==> src/logic/bitops_pkg.sv <==
/* Opcode encoding for the bit-scan unit
   Codes above OP_LOG2 are illegal and flagged by the decode stage */

package bitops_pkg;

        // ------------------------------
        // Opcode field
        // ------------------------------
        localparam int OP_W = 3;

        // Count leading zeros, MSB side
        localparam logic [OP_W-1:0] OP_CLZ    = 3'd0;
        // Count trailing zeros, LSB side
        localparam logic [OP_W-1:0] OP_CTZ    = 3'd1;
        // Population count
        localparam logic [OP_W-1:0] OP_POPCNT = 3'd2;
        // Shift left until MSB set
        localparam logic [OP_W-1:0] OP_NORM   = 3'd3;
        // Floor of log2, zero input gives 0
        localparam logic [OP_W-1:0] OP_LOG2   = 3'd4;

endpackage : bitops_pkg

==> src/logic/bitops_ifs.sv <==
/* Stage-to-stage buses of the bit-scan pipeline
   Plain valid levels, no acknowledge; the consumer samples every edge */

`timescale 1ns/1ps

// ------------------------------
// Decode to execute
// ------------------------------
interface dec_if #(
        parameter int WIDTH = 32
);
        logic             valid;
        logic [WIDTH-1:0] operand;
        // Trailing-zero mode, operand gets bit-reversed
        logic             sel_reverse;
        logic             sel_pop;
        logic             sel_norm;
        logic             sel_log2;
        logic             illegal;

        modport src (output valid, operand, sel_reverse, sel_pop, sel_norm, sel_log2,
                      illegal);
        modport dst (input valid, operand, sel_reverse, sel_pop, sel_norm, sel_log2,
                     illegal);
endinterface : dec_if

// ------------------------------
// Execute to format
// ------------------------------
interface exe_if #(
        parameter int WIDTH = 32
);
        // Counts must reach WIDTH itself
        localparam int CNT_W = $clog2(WIDTH) + 1;

        logic             valid;
        logic [CNT_W-1:0] zero_count;
        logic [CNT_W-1:0] pop_count;
        logic [WIDTH-1:0] shifted;
        logic             sel_pop;
        logic             sel_norm;
        logic             sel_log2;
        logic             illegal;

        modport src (output valid, zero_count, pop_count, shifted, sel_pop, sel_norm,
                      sel_log2, illegal);
        modport dst (input valid, zero_count, pop_count, shifted, sel_pop, sel_norm,
                     sel_log2, illegal);
endinterface : exe_if

==> src/logic/op_decode.sv <==
/* First pipeline stage, one cycle from cmd_valid to dec.valid
   The only place the opcode is looked at; codes 5 to 7 raise illegal */

`timescale 1ns/1ps

module op_decode #(
        parameter int WIDTH = 32
) (
        input  logic                       clk,
        input  logic                       rst,
        input  logic                       cmd_valid,
        input  logic [bitops_pkg::OP_W-1:0] cmd_op,
        input  logic [WIDTH-1:0]           cmd_data,
        dec_if.src                         dec
);

        import bitops_pkg::*;

        logic nxt_reverse;
        logic nxt_pop;
        logic nxt_norm;
        logic nxt_log2;
        logic nxt_illegal;

        // ------------------------------
        // One-hot select decode
        // ------------------------------
        always_comb begin
                nxt_reverse = 1'b0;
                nxt_pop     = 1'b0;
                nxt_norm    = 1'b0;
                nxt_log2    = 1'b0;
                nxt_illegal = 1'b0;
                // CLZ is the base case, no select raised
                case (cmd_op)
                        OP_CLZ:    ;
                        OP_CTZ:    nxt_reverse = 1'b1;
                        OP_POPCNT: nxt_pop     = 1'b1;
                        OP_NORM:   nxt_norm    = 1'b1;
                        OP_LOG2:   nxt_log2    = 1'b1;
                        default:   nxt_illegal = 1'b1;
                endcase
        end

        // Control register, selects held low while idle
        always_ff @(posedge clk) begin
                if (rst) begin
                        dec.valid       <= 1'b0;
                        dec.sel_reverse <= 1'b0;
                        dec.sel_pop     <= 1'b0;
                        dec.sel_norm    <= 1'b0;
                        dec.sel_log2    <= 1'b0;
                        dec.illegal     <= 1'b0;
                end else begin
                        dec.valid       <= cmd_valid;
                        dec.sel_reverse <= cmd_valid & nxt_reverse;
                        dec.sel_pop     <= cmd_valid & nxt_pop;
                        dec.sel_norm    <= cmd_valid & nxt_norm;
                        dec.sel_log2    <= cmd_valid & nxt_log2;
                        dec.illegal     <= cmd_valid & nxt_illegal;
                end
        end

        // Operand payload
        always_ff @(posedge clk) begin
                dec.operand <= cmd_data;
        end

endmodule : op_decode

==> src/logic/count_leading_zeros.sv <==
/* Combinational leading-zero count, bit WIDTH-1 is the MSB
   All-zero input returns WIDTH; linear scan, one gate level per bit */

`timescale 1ns/1ps

module count_leading_zeros #(
        parameter int WIDTH = 32
) (
        input  logic [WIDTH-1:0]       data,
        output logic [$clog2(WIDTH):0] clz
);

        localparam int CNT_W = $clog2(WIDTH) + 1;

        // ------------------------------
        // MSB-first scan
        // ------------------------------
        function automatic logic [CNT_W-1:0] scan_msb(input logic [WIDTH-1:0] word);
                logic [CNT_W-1:0] count;
                logic             hit;
                begin
                        count = '0;
                        hit   = 1'b0;
                        for (int i = WIDTH - 1; i >= 0; i--) begin
                                // Stop counting at the first set bit
                                if (!hit) begin
                                        if (word[i]) begin
                                                hit = 1'b1;
                                        end else begin
                                                count = count + 1'b1;
                                        end
                                end
                        end
                        scan_msb = count;
                end
        endfunction

        always_comb begin
                clz = scan_msb(data);
        end

endmodule : count_leading_zeros

==> src/logic/bit_execute.sv <==
/* Second stage: reversal, zero count, popcount and normalize shift
   CTZ reuses the CLZ block on the reversed operand; one cycle latency */

`timescale 1ns/1ps

module bit_execute #(
        parameter int WIDTH = 32
) (
        input  logic clk,
        input  logic rst,
        dec_if.dst   dec,
        exe_if.src   exe
);

        localparam int CNT_W = $clog2(WIDTH) + 1;

        logic [WIDTH-1:0] reversed;
        logic [WIDTH-1:0] scan_word;
        logic [CNT_W-1:0] lead_count;
        logic [CNT_W-1:0] ones_count;
        logic [WIDTH-1:0] norm_word;

        // ------------------------------
        // Operand steering
        // ------------------------------
        always_comb begin
                for (int i = 0; i < WIDTH; i++) begin
                        reversed[i] = dec.operand[WIDTH-1-i];
                end
        end

        // Trailing zeros become leading zeros after reversal
        assign scan_word = dec.sel_reverse ? reversed : dec.operand;

        count_leading_zeros #(
                .WIDTH (WIDTH)
        ) u_clz (
                .data (scan_word),
                .clz  (lead_count)
        );

        // Population count
        function automatic logic [CNT_W-1:0] count_ones(input logic [WIDTH-1:0] word);
                logic [CNT_W-1:0] total;
                begin
                        total = '0;
                        for (int i = 0; i < WIDTH; i++) begin
                                total = total + {{(CNT_W-1){1'b0}}, word[i]};
                        end
                        count_ones = total;
                end
        endfunction

        assign ones_count = count_ones(dec.operand);

        // Normalize shift; a count of WIDTH empties the word
        // Only meaningful in NORM mode, where no reversal happens
        assign norm_word = scan_word << lead_count;

        // ------------------------------
        // Stage registers
        // ------------------------------
        always_ff @(posedge clk) begin
                if (rst) begin
                        exe.valid    <= 1'b0;
                        exe.sel_pop  <= 1'b0;
                        exe.sel_norm <= 1'b0;
                        exe.sel_log2 <= 1'b0;
                        exe.illegal  <= 1'b0;
                end else begin
                        exe.valid    <= dec.valid;
                        exe.sel_pop  <= dec.sel_pop;
                        exe.sel_norm <= dec.sel_norm;
                        exe.sel_log2 <= dec.sel_log2;
                        exe.illegal  <= dec.illegal;
                end
        end

        // Counts and shifted word
        always_ff @(posedge clk) begin
                exe.zero_count <= lead_count;
                exe.pop_count  <= ones_count;
                exe.shifted    <= norm_word;
        end

endmodule : bit_execute

==> src/logic/result_format.sv <==
/* Last stage: log2, zero flag and result select, all outputs registered
   Flags only rise with a valid result; illegal forces data and zero low */

`timescale 1ns/1ps

module result_format #(
        parameter int WIDTH = 32
) (
        input  logic             clk,
        input  logic             rst,
        exe_if.dst               exe,
        output logic             res_valid,
        output logic [WIDTH-1:0] res_data,
        output logic             res_zero,
        output logic             res_illegal
);

        localparam int CNT_W = $clog2(WIDTH) + 1;
        // Index of the MSB, fits in a count
        localparam logic [CNT_W-1:0] TOP_IDX = CNT_W'(WIDTH - 1);

        logic             is_zero;
        logic [CNT_W-1:0] log2_val;
        logic [CNT_W-1:0] count_sel;
        logic [WIDTH-1:0] data_sel;

        // ------------------------------
        // Derived values
        // ------------------------------
        // No set bits means all-zero input
        assign is_zero  = (exe.pop_count == '0);
        assign log2_val = is_zero ? '0 : TOP_IDX - exe.zero_count;

        // Count source, CLZ and CTZ share zero_count
        always_comb begin
                if (exe.sel_pop) begin
                        count_sel = exe.pop_count;
                end else if (exe.sel_log2) begin
                        count_sel = log2_val;
                end else begin
                        count_sel = exe.zero_count;
                end
        end

        always_comb begin
                if (exe.illegal) begin
                        data_sel = '0;
                end else if (exe.sel_norm) begin
                        data_sel = exe.shifted;
                end else begin
                        data_sel = {{(WIDTH-CNT_W){1'b0}}, count_sel};
                end
        end

        // ------------------------------
        // Output registers
        // ------------------------------
        always_ff @(posedge clk) begin
                if (rst) begin
                        res_valid   <= 1'b0;
                        res_data    <= '0;
                        res_zero    <= 1'b0;
                        res_illegal <= 1'b0;
                end else begin
                        res_valid   <= exe.valid;
                        res_zero    <= exe.valid & ~exe.illegal & is_zero;
                        res_illegal <= exe.valid & exe.illegal;
                        // Data holds between results
                        if (exe.valid) begin
                                res_data <= data_sel;
                        end
                end
        end

endmodule : result_format

==> src/logic/bitops_unit.sv <==
/* Bit-scan unit top, three-stage pipeline, one command per cycle
   Result follows its command by exactly three edges; no back-pressure
   WIDTH must be a power of two from 8 to 64 */

`timescale 1ns/1ps

module bitops_unit #(
        parameter int WIDTH = 32
) (
        input  logic                        clk,
        input  logic                        rst,
        input  logic                        cmd_valid,
        input  logic [bitops_pkg::OP_W-1:0] cmd_op,
        input  logic [WIDTH-1:0]            cmd_data,
        output logic                        res_valid,
        output logic [WIDTH-1:0]            res_data,
        output logic                        res_zero,
        output logic                        res_illegal
);

        // ------------------------------
        // Stage buses
        // ------------------------------
        dec_if #(.WIDTH(WIDTH)) dec_bus ();
        exe_if #(.WIDTH(WIDTH)) exe_bus ();

        // Opcode decode and operand capture
        op_decode #(
                .WIDTH (WIDTH)
        ) u_decode (
                .clk       (clk),
                .rst       (rst),
                .cmd_valid (cmd_valid),
                .cmd_op    (cmd_op),
                .cmd_data  (cmd_data),
                .dec       (dec_bus.src)
        );

        // Counting and shifting
        bit_execute #(
                .WIDTH (WIDTH)
        ) u_execute (
                .clk (clk),
                .rst (rst),
                .dec (dec_bus.dst),
                .exe (exe_bus.src)
        );

        // Result select and flags
        result_format #(
                .WIDTH (WIDTH)
        ) u_format (
                .clk         (clk),
                .rst         (rst),
                .exe         (exe_bus.dst),
                .res_valid   (res_valid),
                .res_data    (res_data),
                .res_zero    (res_zero),
                .res_illegal (res_illegal)
        );

endmodule : bitops_unit

==> config.mk <==
export PLATFORM = sky130hd
export DESIGN_NAME = bitops_unit
export DESIGN_NICKNAME = d
export VERILOG_FILES = /design/src/logic/bitops_pkg.sv /design/src/logic/bitops_ifs.sv /design/src/logic/op_decode.sv /design/src/logic/count_leading_zeros.sv /design/src/logic/bit_execute.sv /design/src/logic/result_format.sv /design/src/logic/bitops_unit.sv
export SDC_FILE = /design/constraint.sdc
export NUM_CORES = 1
export LEC_CHECK = 0
export ABC_CLOCK_PERIOD_IN_PS = 21300
export BUFFER_PORTS_ARGS = -buffer_cell sky130_fd_sc_hd__buf_2
export CAP_MARGIN = 40
export CELL_PAD_IN_SITES_DETAIL_PLACEMENT = 0
export CELL_PAD_IN_SITES_GLOBAL_PLACEMENT = 1
export CORE_MARGIN = 5
export CORE_UTILIZATION = 25
export DETAILED_ROUTE_END_ITERATION = 8
export PLACE_DENSITY = 0.44
export REMOVE_ABC_BUFFERS = 1
export SETUP_SLACK_MARGIN = 0.15
export SLEW_MARGIN = 20
export SYNTH_ARGS = -nofsm -noshare
export SYNTH_HDL_FRONTEND = slang
export SYNTH_HIERARCHICAL = 1
export SYNTH_SLANG_ARGS = --single-unit
==> constraint.sdc <==
create_clock -name clk -period 21.3 [get_ports clk]
set_clock_uncertainty 0.2 [all_clocks]
set_input_delay 2.13 -clock clk [delete_from_list [all_inputs] [get_ports clk]]
set_output_delay 2.13 -clock clk [all_outputs]
set_load 0.02 [all_outputs]
---- Word level (Yosys, flattened, before mapping) ----
Cells that the tools add are included.
W data, S select, Z words.
word-level totals
  register bits after elaboration ......... 122
  latch bits .............................. 0
  memory bits (writable) .................. 0
  bits in read-only memories .............. 0
  bits of input ports ..................... 38
  output and inout port bits .............. 35
  word-level logic and storage cells ...... 234
  memories kept ........................... 0
cells by class
  $add $sub $neg .......................... 63
  multipliers ............................. 0
  divide/modulo/power cells ............... 0
  order comparisons ....................... 0
  equal/unequal tests ..................... 4
  shift-type cells ........................ 1
  multiplexer cells ....................... 135
  bitwise gates (word level) .............. 9
  reduce and logical (&&, ||, !) cells .... 3
operators by type and width
  kind                   number
  $mux W6                65
  $add A6 B1 Y6 const B  31
  $add A6 B1 Y6          30
  $mux W32               3
  $mux W1                67
  $shl A32 B6 Y32        1
  $and A1 B1 Y1          8
  $eq A3 B2 Y1 const B   2
  $logic_not A6 Y1       1
  $sub A5 B6 Y6 const A  1
  $reduce_or A5 Y1       1
  $eq A3 B1 Y1 const B   1
  $eq A3 B3 Y1 const B   1
  $logic_not A3 Y1       1
  $add A1 B1 Y2          1
  $not A1 Y1             1

---- Logic depth before layout (Yosys ltp) ----
  word-level depth ........................ 96
  mapped depth ............................ 92
  mapped depth without buffers ............ 87

---- Cells and area by module ----
The synthesis kept the hierarchy.
modules (own cells, without submodules)
  module               times used  cells an instance  area an instance (um^2)
  bit_execute          1           498                5033.6
  count_leading_zeros  1           601                4030.1
  result_format        1           172                1500.2
  op_decode            1           48                 832.0

---- Worst setup path before layout ----
Ideal clock, no wire load.
  path kind ............................... reg-to-reg
  start point ............................. register u_decode.dec.sel_reverse
  end point ............................... register u_execute.exe.shifted[16]
  library setup time ...................... 0.071 ns
  arrival ................................. 16.044 ns
  data required time ...................... 21.029 ns
  path slack .............................. 4.985 ns
  cell stages (with the launch flop) ...... 90
  buffers on the path ..................... 6
  path through ............................ dfxtp_1 buf_4 buf_2 buf_4 buf_2 clkbuf_1 o21ai_0 buf_6 nor2_1 ha_1 a21oi_1 nor2_1 o31a_1 ha_1 nor2_1 o21bai_1 a22oi_1 xor2_1 (+54 left out) a21oi_1 ha_1 mux2i_1 a21oi_1 ha_1 nand2b_1 xnor2_1 nand2_1 xnor2_1 nand3_1 or4_1 o21ai_1 xnor3_1 nand2b_1 or3_1 nor2_1 a31oi_1 o2bb2ai_1
on the way
  longest elaborated chain between the ends .. 96
  elaborated cells on any way between the ends .. 157
  those cells by class .................... add/sub: 31; shift: 1; mux: 125
RTL lines
  what                               line                       text
  from (decl)                        bitops_ifs.sv:21           modport src (output valid, operand, sel_reverse, sel_pop, sel_norm, sel_log2,
  from (signal assigned)             op_decode.sv:56            dec.sel_reverse <= cmd_valid & nxt_reverse;
  $mux W32 (*)                       bit_execute.sv:33          assign scan_word = dec.sel_reverse ? reversed : dec.operand;
  named net u_execute.scan_word[31]  bit_execute.sv:18          logic [WIDTH-1:0] scan_word;
  $mux W1                            count_leading_zeros.sv:27  if (word[i]) begin
  $add A6 B1 Y6                      count_leading_zeros.sv:30  count = count + 1'b1;
  $mux W6                            count_leading_zeros.sv:27
  $mux W6                            count_leading_zeros.sv:26  if (!hit) begin
  $add A6 B1 Y6                      count_leading_zeros.sv:30
  $mux W6                            count_leading_zeros.sv:27
  (+82 left out)                     n/a
  $add A6 B1 Y6                      count_leading_zeros.sv:30
  $mux W6                            count_leading_zeros.sv:27
  $mux W6                            count_leading_zeros.sv:26
  $add A6 B1 Y6                      count_leading_zeros.sv:30
  $mux W6                            count_leading_zeros.sv:27
  $mux W6 (*)                        count_leading_zeros.sv:26
  named net u_execute.lead_count[5]  bit_execute.sv:19          logic [CNT_W-1:0] lead_count;
  $shl A32 B6 Y32 (*)                bit_execute.sv:58          assign norm_word = scan_word << lead_count;
  to (signal assigned)               bit_execute.sv:83          exe.shifted <= norm_word;
  to (decl)                          bitops_ifs.sv:45           modport src (output valid, zero_count, pop_count, shifted, sel_pop, sel_norm,
Mark *: on every way through the listed nets, which the timed path passes. The rest lies on a longest branch.
A chain may end at the register's enable or synchronous reset.

---- Worst setup path in the final report ----
  start point ............................. register u_decode.dec.sel_reverse
  end point ............................... register u_execute.exe.shifted[0]
Same word-level chain as after synthesis.

==> results_dict.tcl <==
set metrics [dict create \
    critPathMaxStageDelay_ns 0.81 \
    clockRootBuffer "clkbuf_16" \
    critPathArrivalTime_ns 18.56 \
    min_period_over_period_pct 86.47 \
    grt_max_degree 66 \
    internal-power_uw 617.2 \
    post-route-drc-count 0 \
    die_h_um 223.5 \
    htree_levels 4 \
    critPathMaxFanout 65 \
    cts_sinks 122 \
    grt_antenna_before_repair 0 \
    crit_top_cell "ha_1" \
    outcome "complete, no violations" \
    fillers 4878 \
    firstDrtPassIters 5 \
    placed_area_um2 12340 \
    dpl.hpwl_um 30450 \
    io_buffers 72 \
    power.switching_uw 304.0 \
    coreArea_um2 45280 \
    final_cell_mix "nor2_1 (148), dfxtp_1 (121), nand2_1 (101)" \
    power.leakage_nw 5.074 \
    cts_setup_buffers 0 \
    tightest_slew_ns 0.8696 \
    cts_resized 0 \
    dr_total_vias 9931 \
    finalInstanceArea_um2 13030 \
    clockPowerShare_pct 34.6 \
    dieArea_um2 49950 \
    fp.dieW_um 223.5 \
    grt_overflow_total 0 \
    post-place-cells 1944 \
    viasPerCell 5.018 \
    async_flop_share_pct 0 \
    ys.warnings.count 6 \
    drt-total-wl_um 38780 \
    ys_seq_elements 122 \
    syn2layout_area_growth_pct 14.37 \
    vdd_drop_max_mv 0.04981 \
    cts_buffers 17 \
    fin_crit_ns 18.42 \
    drv_slew 0 \
    clockBufferDepth 2 \
    final_common_cell "nor2_1" \
    pre_cts_ws_ns 2.999 \
    grtUsageTotal_pct 15.38 \
    rows 78 \
    pwr-share-comb_pct 35.9 \
    crit_slowest_cell "dfxtp_4" \
    pwr-share-seq_pct 29.6 \
    switching_share_pct 33.00 \
    setup_viol 0 \
    clkTransAtPathRegs_ns 0.06 \
    syn_inst 1319 \
    cts_tree "yes" \
    ant_nets 0 \
    cap_violations 0 \
    synth-edff-count 0 \
    boundaryPins 73 \
    synth_area_per_cell_um2 8.640 \
    min_path_type "register to register" \
    first_iter_violations 637 \
    start_util_pct 25.17 \
    fin_ws_ns 2.881 \
    fin_cells 1979 \
    hold_violations 0 \
    start_kind "register" \
    place.gp.congestion 0.8189 \
    yosysUniqueCellTypes 94 \
    finalNetCount 1469 \
    rsz0062_at_grt "false" \
    clk-insertion-delay-late_ns 0.42 \
    grt_pass1_wl_um 60660 \
    critPathCaptureType "register" \
    crit_required_ns 21.44 \
    syn-cell-area_um2 11400 \
    drive_gt1_share_pct 17.77 \
    wl_per_cell_um 19.60 \
    diodes 0 \
    seq_area_frac_synth_pct 21.43 \
    path_class "register to register" \
    power_uw 921.3 \
    grt_pass1_vias 9979 \
    holdBufCountCts 0 \
    power_density_nw_per_um2 70.68 \
    synth_ff_type "dfxtp_1" \
    slew_headroom_pct 41.42 \
    max_freq_mhz 54.29 \
]
[Yosys cell counts (5+ instances only)]
cell      instances  share of area (%)
o211ai_1         14               0.92
nand2_1         101                3.3
o21ai_0          61                2.7
nand2b_1         27                1.5
dfxtp_1         122                 21
ha_1             40                4.4
a22oi_1           5               0.33
nor3b_1           6               0.40
o21a_1            5               0.33
and3_1           13               0.71
buf_6             5               0.49
nor2b_1          61                3.3
and2_1           12               0.66
xnor2_1          47                3.6
clkbuf_1         35                1.2
nor4b_1           5               0.38
a21o_1           12               0.79
a31oi_1          17               0.93
o22ai_1           6               0.33
xnor3_1           8                1.6
mux2i_1          54                4.7
nor3_1           28                1.2
fa_1             25                4.4
mux4_2           47                9.3
or3_1            10               0.55
o31ai_1           5               0.33
a211oi_1          5               0.33
nor4_1           12               0.66
nor2_1          148                4.9
buf_2            17               0.75
o221ai_1         15                1.2
nand3_1          27                1.2
or2_2             8               0.44
inv_1            73                2.4
a21oi_1          82                3.6
mux2_2           32                3.2
xor2_1           16                1.2
[logic make-up after synthesis]
kind of cell	after synthesis	share of synthesized area (%)
muxes	140	18.51
and+or+nand+nor	490	21.87
buffers and inverters	140	5.545
adders and majority gates	66	8.871
DFF	122	21.43
xor gates and xnor gates	76	7.334
AOI/OAI and AO/OA	285	16.44
[area by class of cell]
cell class	instances	area (µm²)	share of cell area (%)
tap	600	750.7	5.760
timing repair buffer	94	550.5	4.224
clock inverter	14	216.5	1.661
sequential	122	2446	18.77
multi-input combinational	1057	8353	64.09
inverter	74	277.8	2.131
clock buffer	18	439.2	3.369
[layer usage]
layer	share of wire (%)	track usage (%)	routed length, µm
met2	48	25.51	18520
met1	48	21.22	18540
met5	0	0	0
met4	1.5	3.913	588
met3	2.9	2.066	1130
[flip-flops by register name, summed over array words and instances, names as in the netlist, 6 cells and up]
signal and cells:
u_decode/dec.operand 32, u_execute/exe.pop_count 6, u_execute/exe.shifted 32, u_execute/exe.zero_count 6, u_format/res_data 32
[worst paths after layout]
path                                                     startpoint  cells past startpoint                                   to  slack [ns]
worst min-delay path                u_decode/dec.illegal$_SDFF_PP0_                      1     u_execute/exe.illegal$_SDFF_PP0_        0.24
worst max register to register  u_decode/dec.sel_reverse$_SDFF_PP0_                     82  u_execute/exe.shifted[0]$_SDFF_PP0_        2.88
worst min register to register      u_decode/dec.illegal$_SDFF_PP0_                      1     u_execute/exe.illegal$_SDFF_PP0_        0.24
worst max-delay path            u_decode/dec.sel_reverse$_SDFF_PP0_                     82  u_execute/exe.shifted[0]$_SDFF_PP0_        2.88
[critical path, delay by kind of cell (launching register included)]
| kind | cells | cell delay [ns] |
|---|---|---|
| AOI/OAI and AO/OA | 29 | 5.26 |
| DFF | 1 | 0.81 |
| adders and majority gates | 14 | 4.30 |
| xor gates and xnor gates | 6 | 1.71 |
| and+or+nand+nor | 24 | 4.57 |
| muxes | 9 | 1.44 |
[power by group through the flow]
stage / Sequential [mW] / Clock (mW) / Combinational, mW
finish: 0.273 / 0.318 / 0.330
global route: 0.275 / 0.341 / 0.388
CTS: 0.273 / 0.330 / 0.337
detailed placement: 0.278 / 0 / 0.336
global placement: 0.277 / 0 / 0.338
floorplan: 0.268 / 0 / 0.262
[stage by stage]
step	setup TNS (ns)	hold slack (ns)	util (%)
after detailed placement	0	0.2277	27.25
after floorplan	-0.4386	0.2045	-
final	0	0.2360	28.78
after global placement	0	0.2268	27.19
after CTS	0	0.2417	28.70
after global routing	0	0.2641	28.78
Power figures use the tool's default switching activity.
